[config.mk]
export PLATFORM = sky130hd
export DESIGN_NAME = cache_ctrl
export DESIGN_NICKNAME = d
export VERILOG_FILES = /design/src/common/mem_pkg.sv /design/src/cache/cache_ctrl.sv
export SDC_FILE = /design/constraint.sdc
export NUM_CORES = 1
export LEC_CHECK = 0
export BUFFER_PORTS_ARGS = -buffer_cell sky130_fd_sc_hd__buf_2
export CAP_MARGIN = 20
export CORE_AREA = 3 3 40 42
export CTS_BUF_LIST = sky130_fd_sc_hd__clkbuf_16
export CTS_CLUSTER_DIAMETER = 50
export CTS_CLUSTER_SIZE = 10
export DETAILED_ROUTE_END_ITERATION = 6
export DIE_AREA = 0 0 43 45
export PLACE_DENSITY = 0.65
export REMOVE_ABC_BUFFERS = 1
export SYNTH_ARGS = -nofsm -noshare
export SYNTH_HDL_FRONTEND = slang
export SYNTH_SLANG_ARGS = --single-unit
export TNS_END_PERCENT = 10
[constraint.sdc]
create_clock -name clk -period 4.2 [get_ports clk]
set_clock_uncertainty 0.15 [all_clocks]
set_input_delay 0.84 -clock clk [delete_from_list [all_inputs] [get_ports clk]]
set_output_delay 0.84 -clock clk [all_outputs]
set_load 0.01 [all_outputs]
[src/common/mem_pkg.sv]
// shared constants for the cached data memory subsystem
// address field split, cache geometry, bank timing and the
// controller state encoding; referenced as mem_pkg::name everywhere
`default_nettype none

package mem_pkg;

   // byte address and data word
   localparam int addr_w = 16;
   localparam int data_w = 16;

   // address fields: tag [15:11], index [10:3], word offset [2:1], byte bit [0]
   localparam int tag_w    = 5;
   localparam int index_w  = 8;
   localparam int offset_w = 2;

   // cache geometry
   localparam int words_per_line = 4;
   localparam int num_lines      = 256;
   localparam logic [offset_w-1:0] last_word = offset_w'(words_per_line - 1);

   // banked main memory, bank picked by the word offset
   localparam int num_banks   = 4;
   localparam int bank_depth  = 8192;
   localparam int bank_addr_w = $clog2(bank_depth);

   // memory timing
   localparam int mem_read_lat     = 2;  // rd strobe to data_out
   localparam int bank_busy_cycles = 4;  // busy time after any access
   localparam int busy_cnt_w       = $clog2(bank_busy_cycles + 1);
   localparam logic [busy_cnt_w-1:0] busy_load = busy_cnt_w'(bank_busy_cycles);

   // miss handling states
   typedef enum logic [2:0] {
      idle_cmp,    // compare against the request
      wb_issue,    // write back dirty victim
      fill_issue,  // issue line reads
      fill_wait,   // drain returning words
      final_cmp    // compare again and complete
   } ctrl_state_t;

endpackage

`default_nettype wire

[src/cache/cache_ctrl.sv]
// miss handling FSM for the direct-mapped cache
// a hit completes in idle_cmp; a miss writes back a dirty victim, issues the
// line fill and writes each returning word when it arrives from memory,
// then repeats the compare in final_cmp to complete the request
// memory stall holds state, offset and strobe until the bank frees up
`timescale 1ns/1ns
`default_nettype none

module cache_ctrl (
   input  logic                         clk,
   input  logic                         rst_n,
   input  logic                         rd,
   input  logic                         wr,
   input  logic                         req_ok,
   input  logic                         hit,
   input  logic                         valid,
   input  logic                         dirty,
   input  logic                         m_stall,
   output logic                         stall,
   output logic                         done,
   output logic                         can_hit,
   output logic                         c_en,
   output logic                         c_comp,
   output logic                         c_write,
   output logic                         c_valid_in,
   output logic [mem_pkg::offset_w-1:0] c_offset,
   output logic                         m_rd,
   output logic                         m_wr,
   output logic [mem_pkg::offset_w-1:0] m_offset
);

   mem_pkg::ctrl_state_t state;
   mem_pkg::ctrl_state_t state_nxt;

   logic [mem_pkg::offset_w-1:0] issue_cnt;  // word being written back or fetched
   logic                         issue_go;   // strobe accepted this cycle
   logic                         line_hit;
   logic                         miss;

   // outstanding fill reads, stage 0 newest
   logic [mem_pkg::mem_read_lat-1:0] ret_valid;
   logic [mem_pkg::offset_w-1:0]     ret_off [mem_pkg::mem_read_lat];
   logic                             ret_now;
   logic [mem_pkg::offset_w-1:0]     ret_now_off;

   assign line_hit    = hit & valid;
   assign miss        = (rd | wr) & req_ok & ~line_hit;
   assign issue_go    = (m_rd | m_wr) & ~m_stall;
   assign ret_now     = ret_valid[mem_pkg::mem_read_lat-1];  // word on memory data_out
   assign ret_now_off = ret_off[mem_pkg::mem_read_lat-1];
   assign m_offset    = issue_cnt;

   always_ff @(posedge clk or negedge rst_n) begin
      if (!rst_n) begin
         state     <= mem_pkg::idle_cmp;
         issue_cnt <= '0;
         ret_valid <= '0;
      end else begin
         state <= state_nxt;
         if (issue_go)
            issue_cnt <= issue_cnt + 1'b1;  // wraps to 0 after the last word
         ret_valid <= {ret_valid[mem_pkg::mem_read_lat-2:0], m_rd & ~m_stall};
      end
   end

   // offsets ride along with their valid bits
   always_ff @(posedge clk) begin
      ret_off[0] <= issue_cnt;
      for (int i = 1; i < mem_pkg::mem_read_lat; i++) begin
         ret_off[i] <= ret_off[i-1];
      end
   end

   always_comb begin
      state_nxt = state;
      case (state)
         mem_pkg::idle_cmp: begin
            if (miss) begin
               if (valid & dirty)
                  state_nxt = mem_pkg::wb_issue;
               else
                  state_nxt = mem_pkg::fill_issue;
            end
         end
         mem_pkg::wb_issue: begin
            if (issue_go && issue_cnt == mem_pkg::last_word)
               state_nxt = mem_pkg::fill_issue;
         end
         mem_pkg::fill_issue: begin
            if (issue_go && issue_cnt == mem_pkg::last_word)
               state_nxt = mem_pkg::fill_wait;
         end
         mem_pkg::fill_wait: begin
            // leave once only the oldest read is still pending
            if (ret_valid[mem_pkg::mem_read_lat-2:0] == '0)
               state_nxt = mem_pkg::final_cmp;
         end
         mem_pkg::final_cmp: state_nxt = mem_pkg::idle_cmp;
         default:            state_nxt = mem_pkg::idle_cmp;
      endcase
   end

   always_comb begin
      stall      = 1'b0;
      done       = 1'b0;
      can_hit    = 1'b0;
      c_en       = 1'b1;
      c_comp     = 1'b0;
      c_write    = ret_now;  // store returning fill word
      c_valid_in = ret_now;
      c_offset   = ret_now ? ret_now_off : issue_cnt;
      m_rd       = 1'b0;
      m_wr       = 1'b0;
      case (state)
         mem_pkg::idle_cmp: begin
            can_hit = 1'b1;
            c_en    = rd | wr;
            c_comp  = 1'b1;
            c_write = wr & req_ok;  // array drops it on a miss
            done    = req_ok & line_hit;
         end
         mem_pkg::wb_issue: begin
            stall = 1'b1;
            m_wr  = 1'b1;
         end
         mem_pkg::fill_issue: begin
            stall = 1'b1;
            m_rd  = 1'b1;
         end
         mem_pkg::fill_wait: begin
            stall = 1'b1;
         end
         mem_pkg::final_cmp: begin
            c_comp  = 1'b1;
            c_write = wr & req_ok;
            done    = req_ok & line_hit;
         end
         default: begin
            stall = 1'b0;
         end
      endcase
   end

endmodule

`default_nettype wire

# ---- Word level (Yosys, flattened, before mapping)
# Memories as Yosys holds them, arrays and structs flattened.
# Index checks and enable logic that the tools add are counted.
dict set report classes {
  n_mux 15
  n_addsub 1
  eq_ne 9
  bitwise_logic 12
  reduce_logical 5
}
# operator count
set ops {}
lappend ops {{3-bit two-way mux} 4}
lappend ops {{3-bit one-hot mux with 4 select lines} 1}
lappend ops {{1-bit bitwise AND} 8}
lappend ops {{1-bit two-way mux} 8}
lappend ops {{2-bit != test, second input constant} 4}
lappend ops {{3-bit by 2-bit == test with 1-bit output, second input constant} 2}
lappend ops {{2-bit two-way mux} 2}
lappend ops {{4-bit AND reduction} 1}
lappend ops {{3-bit by 1-bit == test with 1-bit output, second input constant} 1}
lappend ops {{3-bit == test, second input constant} 1}
lappend ops {{3-bit logical NOT} 1}
lappend ops {{3-bit OR reduction} 1}
lappend ops {{2-bit by 1-bit adder with 2-bit output, second input constant} 1}
lappend ops {{2-bit == test, second input constant} 1}
lappend ops {{1-bit NOT} 2}
lappend ops {{1-bit OR} 2}
lappend ops {{2-bit OR reduction} 1}
lappend ops {{1-bit logical AND} 1}
dict set report word_totals {
  memories 1
  in_bits 9
  wordCells 46
  regBits 7
  out_inout_bits 13
  ramBits 4
}
# memory words word_bits rd rd_clocked_by_memory_dff write_ports line_no
set memory_table {}
lappend memory_table {ret_off 2 2 2 0 2 cache_ctrl.sv:42} ;# logic [mem_pkg::offset_w-1:0] ret_off [mem_pkg::mem_read_lat];

# ---- Longest topological paths before layout
# Gate-level depths: netlist (run 1).
dict set report depth {
  ltp_word 7
  mapped_depth 5
  mapped_depth_nobuf 5
}

# ---- Worst setup path before layout (run 1)
# Ideal clock, no wire load.
dict set report synth_path {
  kind {reg-to-output}
  start {register state[0]}
  end {output done}
  required_ns 3.210
  stages_incl_launch_ff 4
  path_buffers 1
  arrival_ns 1.139
  setup_slack_ns 2.071
  path_cell_list {dfrtp_1 buf_2 nor2_1 and4_1}
}
dict set report synth_between {
  elab_chain_len 3
  word_cells_on_any_way 4
  classes_between {eq/ne (1); mux (1); reduce/logical (2)}
}
# item line_no
set synth_rtl {}
lappend synth_rtl {{from (decl)} cache_ctrl.sv:32} ;# mem_pkg::ctrl_state_t state;
lappend synth_rtl {{from (signal assigned)} cache_ctrl.sv:55} ;# state <= mem_pkg::idle_cmp;
lappend synth_rtl {{from (signal assigned)} cache_ctrl.sv:59} ;# state <= state_nxt;
lappend synth_rtl {{3-bit == test or 3-bit logical NOT (tied branches)} cache_ctrl.sv:114} ;# case (state)
lappend synth_rtl {{2-bit OR reduction (no line) (*)} -}
lappend synth_rtl {{1-bit two-way mux (*)} -}
lappend synth_rtl {{to (decl)} cache_ctrl.sv:20} ;# output logic done,
# Mark *: on every way between the ends. The rest lies on a longest branch, timed or not.

# ---- Final worst setup path (run 1)
# Same ends and word-level chain as after synthesis.

==> impl_metrics.py, run 1 <==
metrics = {
    "worst_setup_path": {
        "slowest_stage": "dfrtp_1",
        "startpoint_type": "flop",
        "end_kind": "output port",
        "cp_top_family": "simple AND/OR/NAND/NOR gates",
        "criticalPathCategory": "flop to output port",
        "cp_max_fo": 12,
        "crit_required_ns": 3.21,
        "slowest_delay_ns": 0.51,
        "critPathArrivalTime_ns": 1.40,
        "cp_cell_sequence": "nor2_1 -> and4_1 -> buf_2",
        "cp_num_buf_inv": 1,
    },
    "clock_tree": {
        "cts.reportedPaths.clkPinSlew_ns": 0.04,
        "cts_inserted_buffers": 3,
        "clk_path_buf_depth": 2,
        "worstSkewPairLatency_ns": 0.23,
        "cts_tree": "done",
        "ctsResizeCount": 0,
        "cts_sinks": 11,
        "cts_hold_buffers": 0,
        "postCtsSetupBuffers": 0,
        "root_buffer": "clkbuf_16",
        "h-tree-depth": 1,
    },
    "yosys": {
        "syn_area_um2": 523,
        "async_flop_share_pct": 63.6,
        "synth_most_common_cell": "dfrtp_1",
        "synth_common_cells": "dfrtp_1, dfxtp_1, nand2_1",
        "synth_top_flop_cell": "dfrtp_1",
        "synth_area_leader_cell": "dfrtp_1",
        "synth_seq_area_share_pct": 48.8,
        "yosysWarnings": 0,
        "synth.distinct_cells": 24,
        "synth-seq-cells": 11,
        "postSynthAreaPerCell_um2": 10.9,
        "synth-edff-count": 0,
        "synth_area_leaders": "dfrtp_1, dfxtp_1, mux2_1",
        "synth_cells": 48,
        "synth_top_area_share_pct": 33.5,
    },
    "floorplanning": {
        "fp.dieArea_mm2": 0.00194,
        "coreArea_mm2": 0.00128,
        "start_util_pct": 40.7,
        "die_w_um": 43,
        "io_pins": 22,
        "die_y_um": 45,
        "rows": 13,
    },
    "timing": {
        "rsz0062_at_grt": "false",
        "slew-limit-headroom_pct": 73.9,
        "setup_tns_ns": 0,
        "setup_violations": 0,
        "final.min_clock_period_ns": 2.39,
        "slew_violations": 0,
        "worst_slew_pin_slew_ns": 0.392,
        "timing.final.crit_share_pct": 56.8,
        "hold_viol_final": 0,
        "fmax_mhz": 419,
    },
    "place": {
        "gp_congestion": 0.682,
        "port_buffers": 21,
        "dp_hpwl_um": 773,
        "placedCellCount": 81,
    },
    "cells_and_area": {
        "multi_input_area_um2": 253,
        "nFillCells": 116,
        "drive_gt1_share_pct": 41.4,
        "layout.cells.non_filler": 85,
        "diodes": 0,
        "layout.nets": 81,
        "area_growth_pct": 35.9,
        "seq_area_um2": 255,
    },
    "global_routing": {
        "grt_pass1_vias": 395,
        "grt_start_max_net_pins": 13,
        "antenna_found_initial": 0,
        "grt_overflow_total": 0,
        "grt_first_pass_wirelength_um": 1700,
        "grt.total_usage_pct": 11.7,
    },
    "detailed_routing": {
        "wl_per_cell_um": 11.9,
        "routed-via-count": 415,
        "routed_wl_um": 1010,
        "ant_nets": 0,
        "drt_first_iter_violations": 1,
        "drcViolationCount": 0,
        "via_per_inst": 4.88,
        "first_pass_iters": 3,
    },
    "power_and_ir_drop": {
        "combPwrFrac_pct": 39.0,
        "power_frac_clock_pct": 25.5,
        "leakagePower_nw": 0.342,
        "netSwitchingPower_w": 0.000231,
        "sw_frac_of_total_pct": 35.3,
        "max-vdd-ir-drop_mv": 0.488,
        "intPower_w": 0.000423,
        "pwr-share-seq_pct": 35.5,
        "p_per_area_mw_per_mm2": 921,
    },
    "worst_hold_path": {
        "hold_class": "flop to flop",
    },
    "run": {
        "drv_cap": 0,
    },
    "outcome": {
        "outcome": "finished, final reports clean",
    },
}
power groups by stage:
stage	Combinational, W	Sequential, W	Clock, W
after floorplan	0.000172	0.000224	0
after detailed placement	0.000258	0.000236	0
after global routing	0.000288	0.000245	0.000176
after CTS	0.000261	0.000234	0.000170
after global placement	0.000257	0.000234	0
final	0.000255	0.000233	0.000167
cell type report:
cell class / count / share of cell area (%)
clock buffer: 3 / 10.6
clock inverter: 1 / 0.528
multi-input combinational: 34 / 35.6
sequential: 11 / 35.9
tap: 15 / 2.64
timing repair buffer: 21 / 14.8
registers in the layout, indices dropped and copies added (netlist names):
| register | count |
|---|---|
| m_offset | 2 |
| ret_off | 4 |
| ret_valid | 2 |
| state | 3 |
path summary, 6_finish.rpt:
check                                      to  cells past startpoint  slack [ns]           from
worst max register to register       state[0]                      4        2.29       state[0]
max in group asynchronous         m_offset[1]                      1        3.46          rst_n
min in group asynchronous        ret_valid[0]                      1        0.28          rst_n
worst min-delay path            ret_off[0][2]                      0        0.17  ret_off[0][0]
worst min register to register  ret_off[0][2]                      0        0.17  ret_off[0][0]
worst max-delay path                     done                      3        1.81       state[0]
routing by layer:
| metal | GRT usage (%) | up-vias | routed length, um |
|---|---|---|---|
| met4 | 3.61 | 0 | 12 |
| met3 | 4.78 | 2 | 28 |
| met2 | 18.3 | 6 | 475 |
| met5 | 0 | - | 0 |
| li1 | - | 216 | - |
| met1 | 14.9 | 191 | 494 |
metrics by stage:
| stage | cell area [um^2] | hold WS [ns] | worst slack (ns) | utilization [%] | power [W] |
|---|---|---|---|---|---|
| after floorplan | 508 | 0.160 | 2.10 | - | 0.000396 |
| after global placement | 632 | 0.161 | 1.97 | 49.2 | 0.000491 |
| after detailed placement | 632 | 0.162 | 1.95 | 49.2 | 0.000494 |
| after CTS | 711 | 0.169 | 1.82 | 55.3 | 0.000665 |
| after global routing | 711 | 0.175 | 1.74 | 55.3 | 0.000710 |
| final | 711 | 0.169 | 1.81 | 55.3 | 0.000654 |
logic make-up (layout without fill, tap and decap cells):
| kind of cell | Yosys count | in the layout | share of synthesized area [%] |
|---|---|---|---|
| xor gates and xnor gates | 2 | 2 | 3.35 |
| DFF | 11 | 11 | 48.8 |
| buffers and inverters | 3 | 25 | 2.87 |
| AOI/OAI and AO/OA | 6 | 6 | 7.66 |
| adders and majority gates | 1 | 1 | 2.39 |
| and+or+nand+nor | 20 | 20 | 24.2 |
| muxes | 5 | 5 | 10.8 |
layout by cell type (no fill, tap or decap):
master      n
inv_1       1
mux2_2      2
nor3_1      2
a211oi_1    1
dfxtp_1     4
nor2b_1     2
a21o_1      1
dfrtp_1     7
xnor2_1     2
nor4bb_1    1
a21oi_1     1
or4_4       1
nand2_1     4
nand3_1     2
a31oi_1     1
ha_1        1
clkbuf_16   3
mux2_1      3
nor2_1      3
o21ai_0     1
and4_1      1
buf_2      21
nor3b_1     2
nor3_4      1
a21oi_2     1
or3_1       1
No activity file was read; power rests on OpenSTA's default activity.
==> inputs of run 2 (changes only) <==
- CORE_AREA: 3 3 40 42 -> default
- CORE_MARGIN: default -> 3
- CORE_UTILIZATION: default -> 39
- DIE_AREA: 0 0 43 45 -> default
- PLACE_DENSITY: 0.65 -> 0.67
- clock period: 4.2 -> 1.93 ns (I/O delays scaled with it)
==> run 2 against run 1 <==
Against the previous run: sequential power increased by 100%; final area increased by 7.4%; register-to-register slack worse by 2.2 ns; worst hold slack gained 0.0060 ns; global-route usage up 4.3 points; critical path type unchanged; highest routed layer unchanged.
==> impl_metrics.py, run 2 (same netlist as run 1, synthesis figures left out) <==
metrics = {
    "clock_tree": {
        "root_buffer": "clkbuf_16",
        "cts_inserted_buffers": 3,
        "cts.reportedPaths.clkPinSlew_ns": 0.04,
        "cts_tree": "done",
        "h-tree-depth": 1,
        "postCtsSetupBuffers": 0,
        "worstSkewPairLatency_ns": 0.24,
        "clk_path_buf_depth": 2,
        "cts_sinks": 11,
    },
    "timing": {
        "hold_viol_final": 0,
        "setup_violations": 0,
        "fmax_mhz": 545,
        "setup_tns_ns": 0,
        "final.min_clock_period_ns": 1.84,
        "worst_slew_pin_slew_ns": 0.400,
        "rsz0062_at_grt": "false",
        "slew-limit-headroom_pct": 73.3,
        "slew_violations": 0,
        "timing.final.crit_share_pct": 95.1,
        "setup_ws_ns": 0.0940,
    },
    "cells_and_area": {
        "diodes": 0,
        "nFillCells": 110,
        "area_growth_pct": 45.9,
        "largest_register_ffs": 4,
        "reg_top3": "ret_off: 4 flops, state: 3 flops",
        "drive_gt1_share_pct": 48.0,
        "largest-register": "ret_off",
        "most-common-layout-cells": "buf_2, dfrtp_1, nand2_1, buf_4, dfxtp_1",
        "final_common_cell": "buf_2",
        "layout.nets": 86,
    },
    "worst_setup_path": {
        "cp_cell_sequence": "buf_4 -> nor3_4 -> nand2_1 -> buf_2",
        "end_kind": "output port",
        "criticalPathCategory": "flop to output port",
        "critPathArrivalTime_ns": 1.30,
        "slowest_stage": "dfrtp_2",
        "cp_max_fo": 9,
        "slowest_delay_ns": 0.47,
        "startpoint_type": "flop",
        "crit_required_ns": 1.39,
    },
    "global_routing": {
        "grt_first_pass_wirelength_um": 1990,
        "grt_overflow_total": 0,
        "grt_start_max_net_pins": 11,
        "grt.total_usage_pct": 16.0,
        "grt_pass1_vias": 432,
        "antenna_found_initial": 0,
    },
    "floorplanning": {
        "io_pins": 22,
        "die_w_um": 42.6,
        "fp.dieArea_mm2": 0.00182,
        "start_util_pct": 44.1,
        "coreArea_mm2": 0.00119,
        "die_y_um": 42.6,
        "rows": 12,
    },
    "detailed_routing": {
        "first_pass_iters": 3,
        "routed-via-count": 450,
        "routed_wl_um": 1240,
        "ant_nets": 0,
        "via_per_inst": 5.06,
        "drt_first_iter_violations": 3,
        "wl_per_cell_um": 14.0,
        "drcViolationCount": 0,
    },
    "power_and_ir_drop": {
        "power_frac_clock_pct": 23.5,
        "pwr-share-seq_pct": 30.5,
        "max-vdd-ir-drop_mv": 1.04,
        "sw_frac_of_total_pct": 36.2,
        "combPwrFrac_pct": 46.0,
        "intPower_w": 0.000994,
        "netSwitchingPower_w": 0.000564,
        "p_per_area_mw_per_mm2": 2040,
        "leakagePower_nw": 0.367,
    },
    "outcome": {
        "outcome": "finished, final reports clean",
    },
    "place": {
        "gp_congestion": 0.784,
        "port_buffers": 21,
        "dp_slack_ns": 0.111,
        "dp_hpwl_um": 892,
    },
    "run": {
        "drv_cap": 0,
    },
    "worst_hold_path": {
        "hold_class": "flop to flop",
    },
}
-- run 2: stage by stage --
| step | total power, W | util, % | instance area, um^2 | instances | hold slack (ns) |
|---|---|---|---|---|---|
| after global routing | 0.00169 | 64.3 | 763 | 89 | 0.178 |
| after global placement | 0.00114 | 55.7 | 661 | 84 | 0.0739 |
| after detailed placement | 0.00115 | 55.7 | 661 | 84 | 0.0749 |
| final | 0.00156 | 64.3 | 763 | 89 | 0.175 |
| after floorplan | 0.000863 | - | 508 | 45 | -0.0596 |
| after CTS | 0.00154 | 63.2 | 749 | 89 | 0.177 |
-- run 2: worst paths after layout --
kind                                     from            end  slack (ns)  depth (start not counted)
worst min register to register  ret_off[0][0]  ret_off[0][2]        0.18                          0
worst min-delay path            ret_off[0][0]  ret_off[0][2]        0.18                          0
min in group asynchronous               rst_n    m_offset[0]        0.36                          2
max in group asynchronous               rst_n       state[1]        1.09                          2
worst max-delay path                 state[1]           c_en        0.09                          4
worst max register to register       state[1]       state[1]        0.10                          4
-- run 2: area by class of cell --
type	count	area (um^2)	area share (%)
multi-input combinational	34	265	34.8
tap	14	17.5	2.30
clock inverter	1	3.75	0.492
clock buffer	3	75.1	9.84
timing repair buffer	26	145	19.0
sequential	11	256	33.6
-- run 2: critical path: cells and delay by family, from the launching register on --
family | cells | cell delay [ns]
AND/OR/NAND/NOR | 2 | 0.26
flip-flops | 1 | 0.47
buffers and inverters | 2 | 0.32
-- run 2: power groups by stage --
stage / Combinational, W / Sequential (W) / Clock (W)
after floorplan: 0.000375 / 0.000488 / 0
after global placement: 0.000676 / 0.000461 / 0
after detailed placement: 0.000688 / 0.000467 / 0
after CTS: 0.000698 / 0.000464 / 0.000377
after global routing: 0.000799 / 0.000494 / 0.000393
final: 0.000716 / 0.000475 / 0.000367
-- run 2: metal layers --
layer	track usage (%)	vias to the layer above	part of all wire (%)	wire length [um]
li1	-	226	-	-
met1	17.0	212	43	534
met2	23.4	7	49	606
met3	7.73	5	4.9	61
met4	13.0	0	3.2	40
met5	0	-	0	0
-- run 2: timing repair --
action / 4_1_cts / 5_1_grt
endpoints found under the hold margin: 7 / 0
endpoints found under the setup margin: 0 / 4
hold buffers: 1 / 0
gates resized for setup: 0 / 4
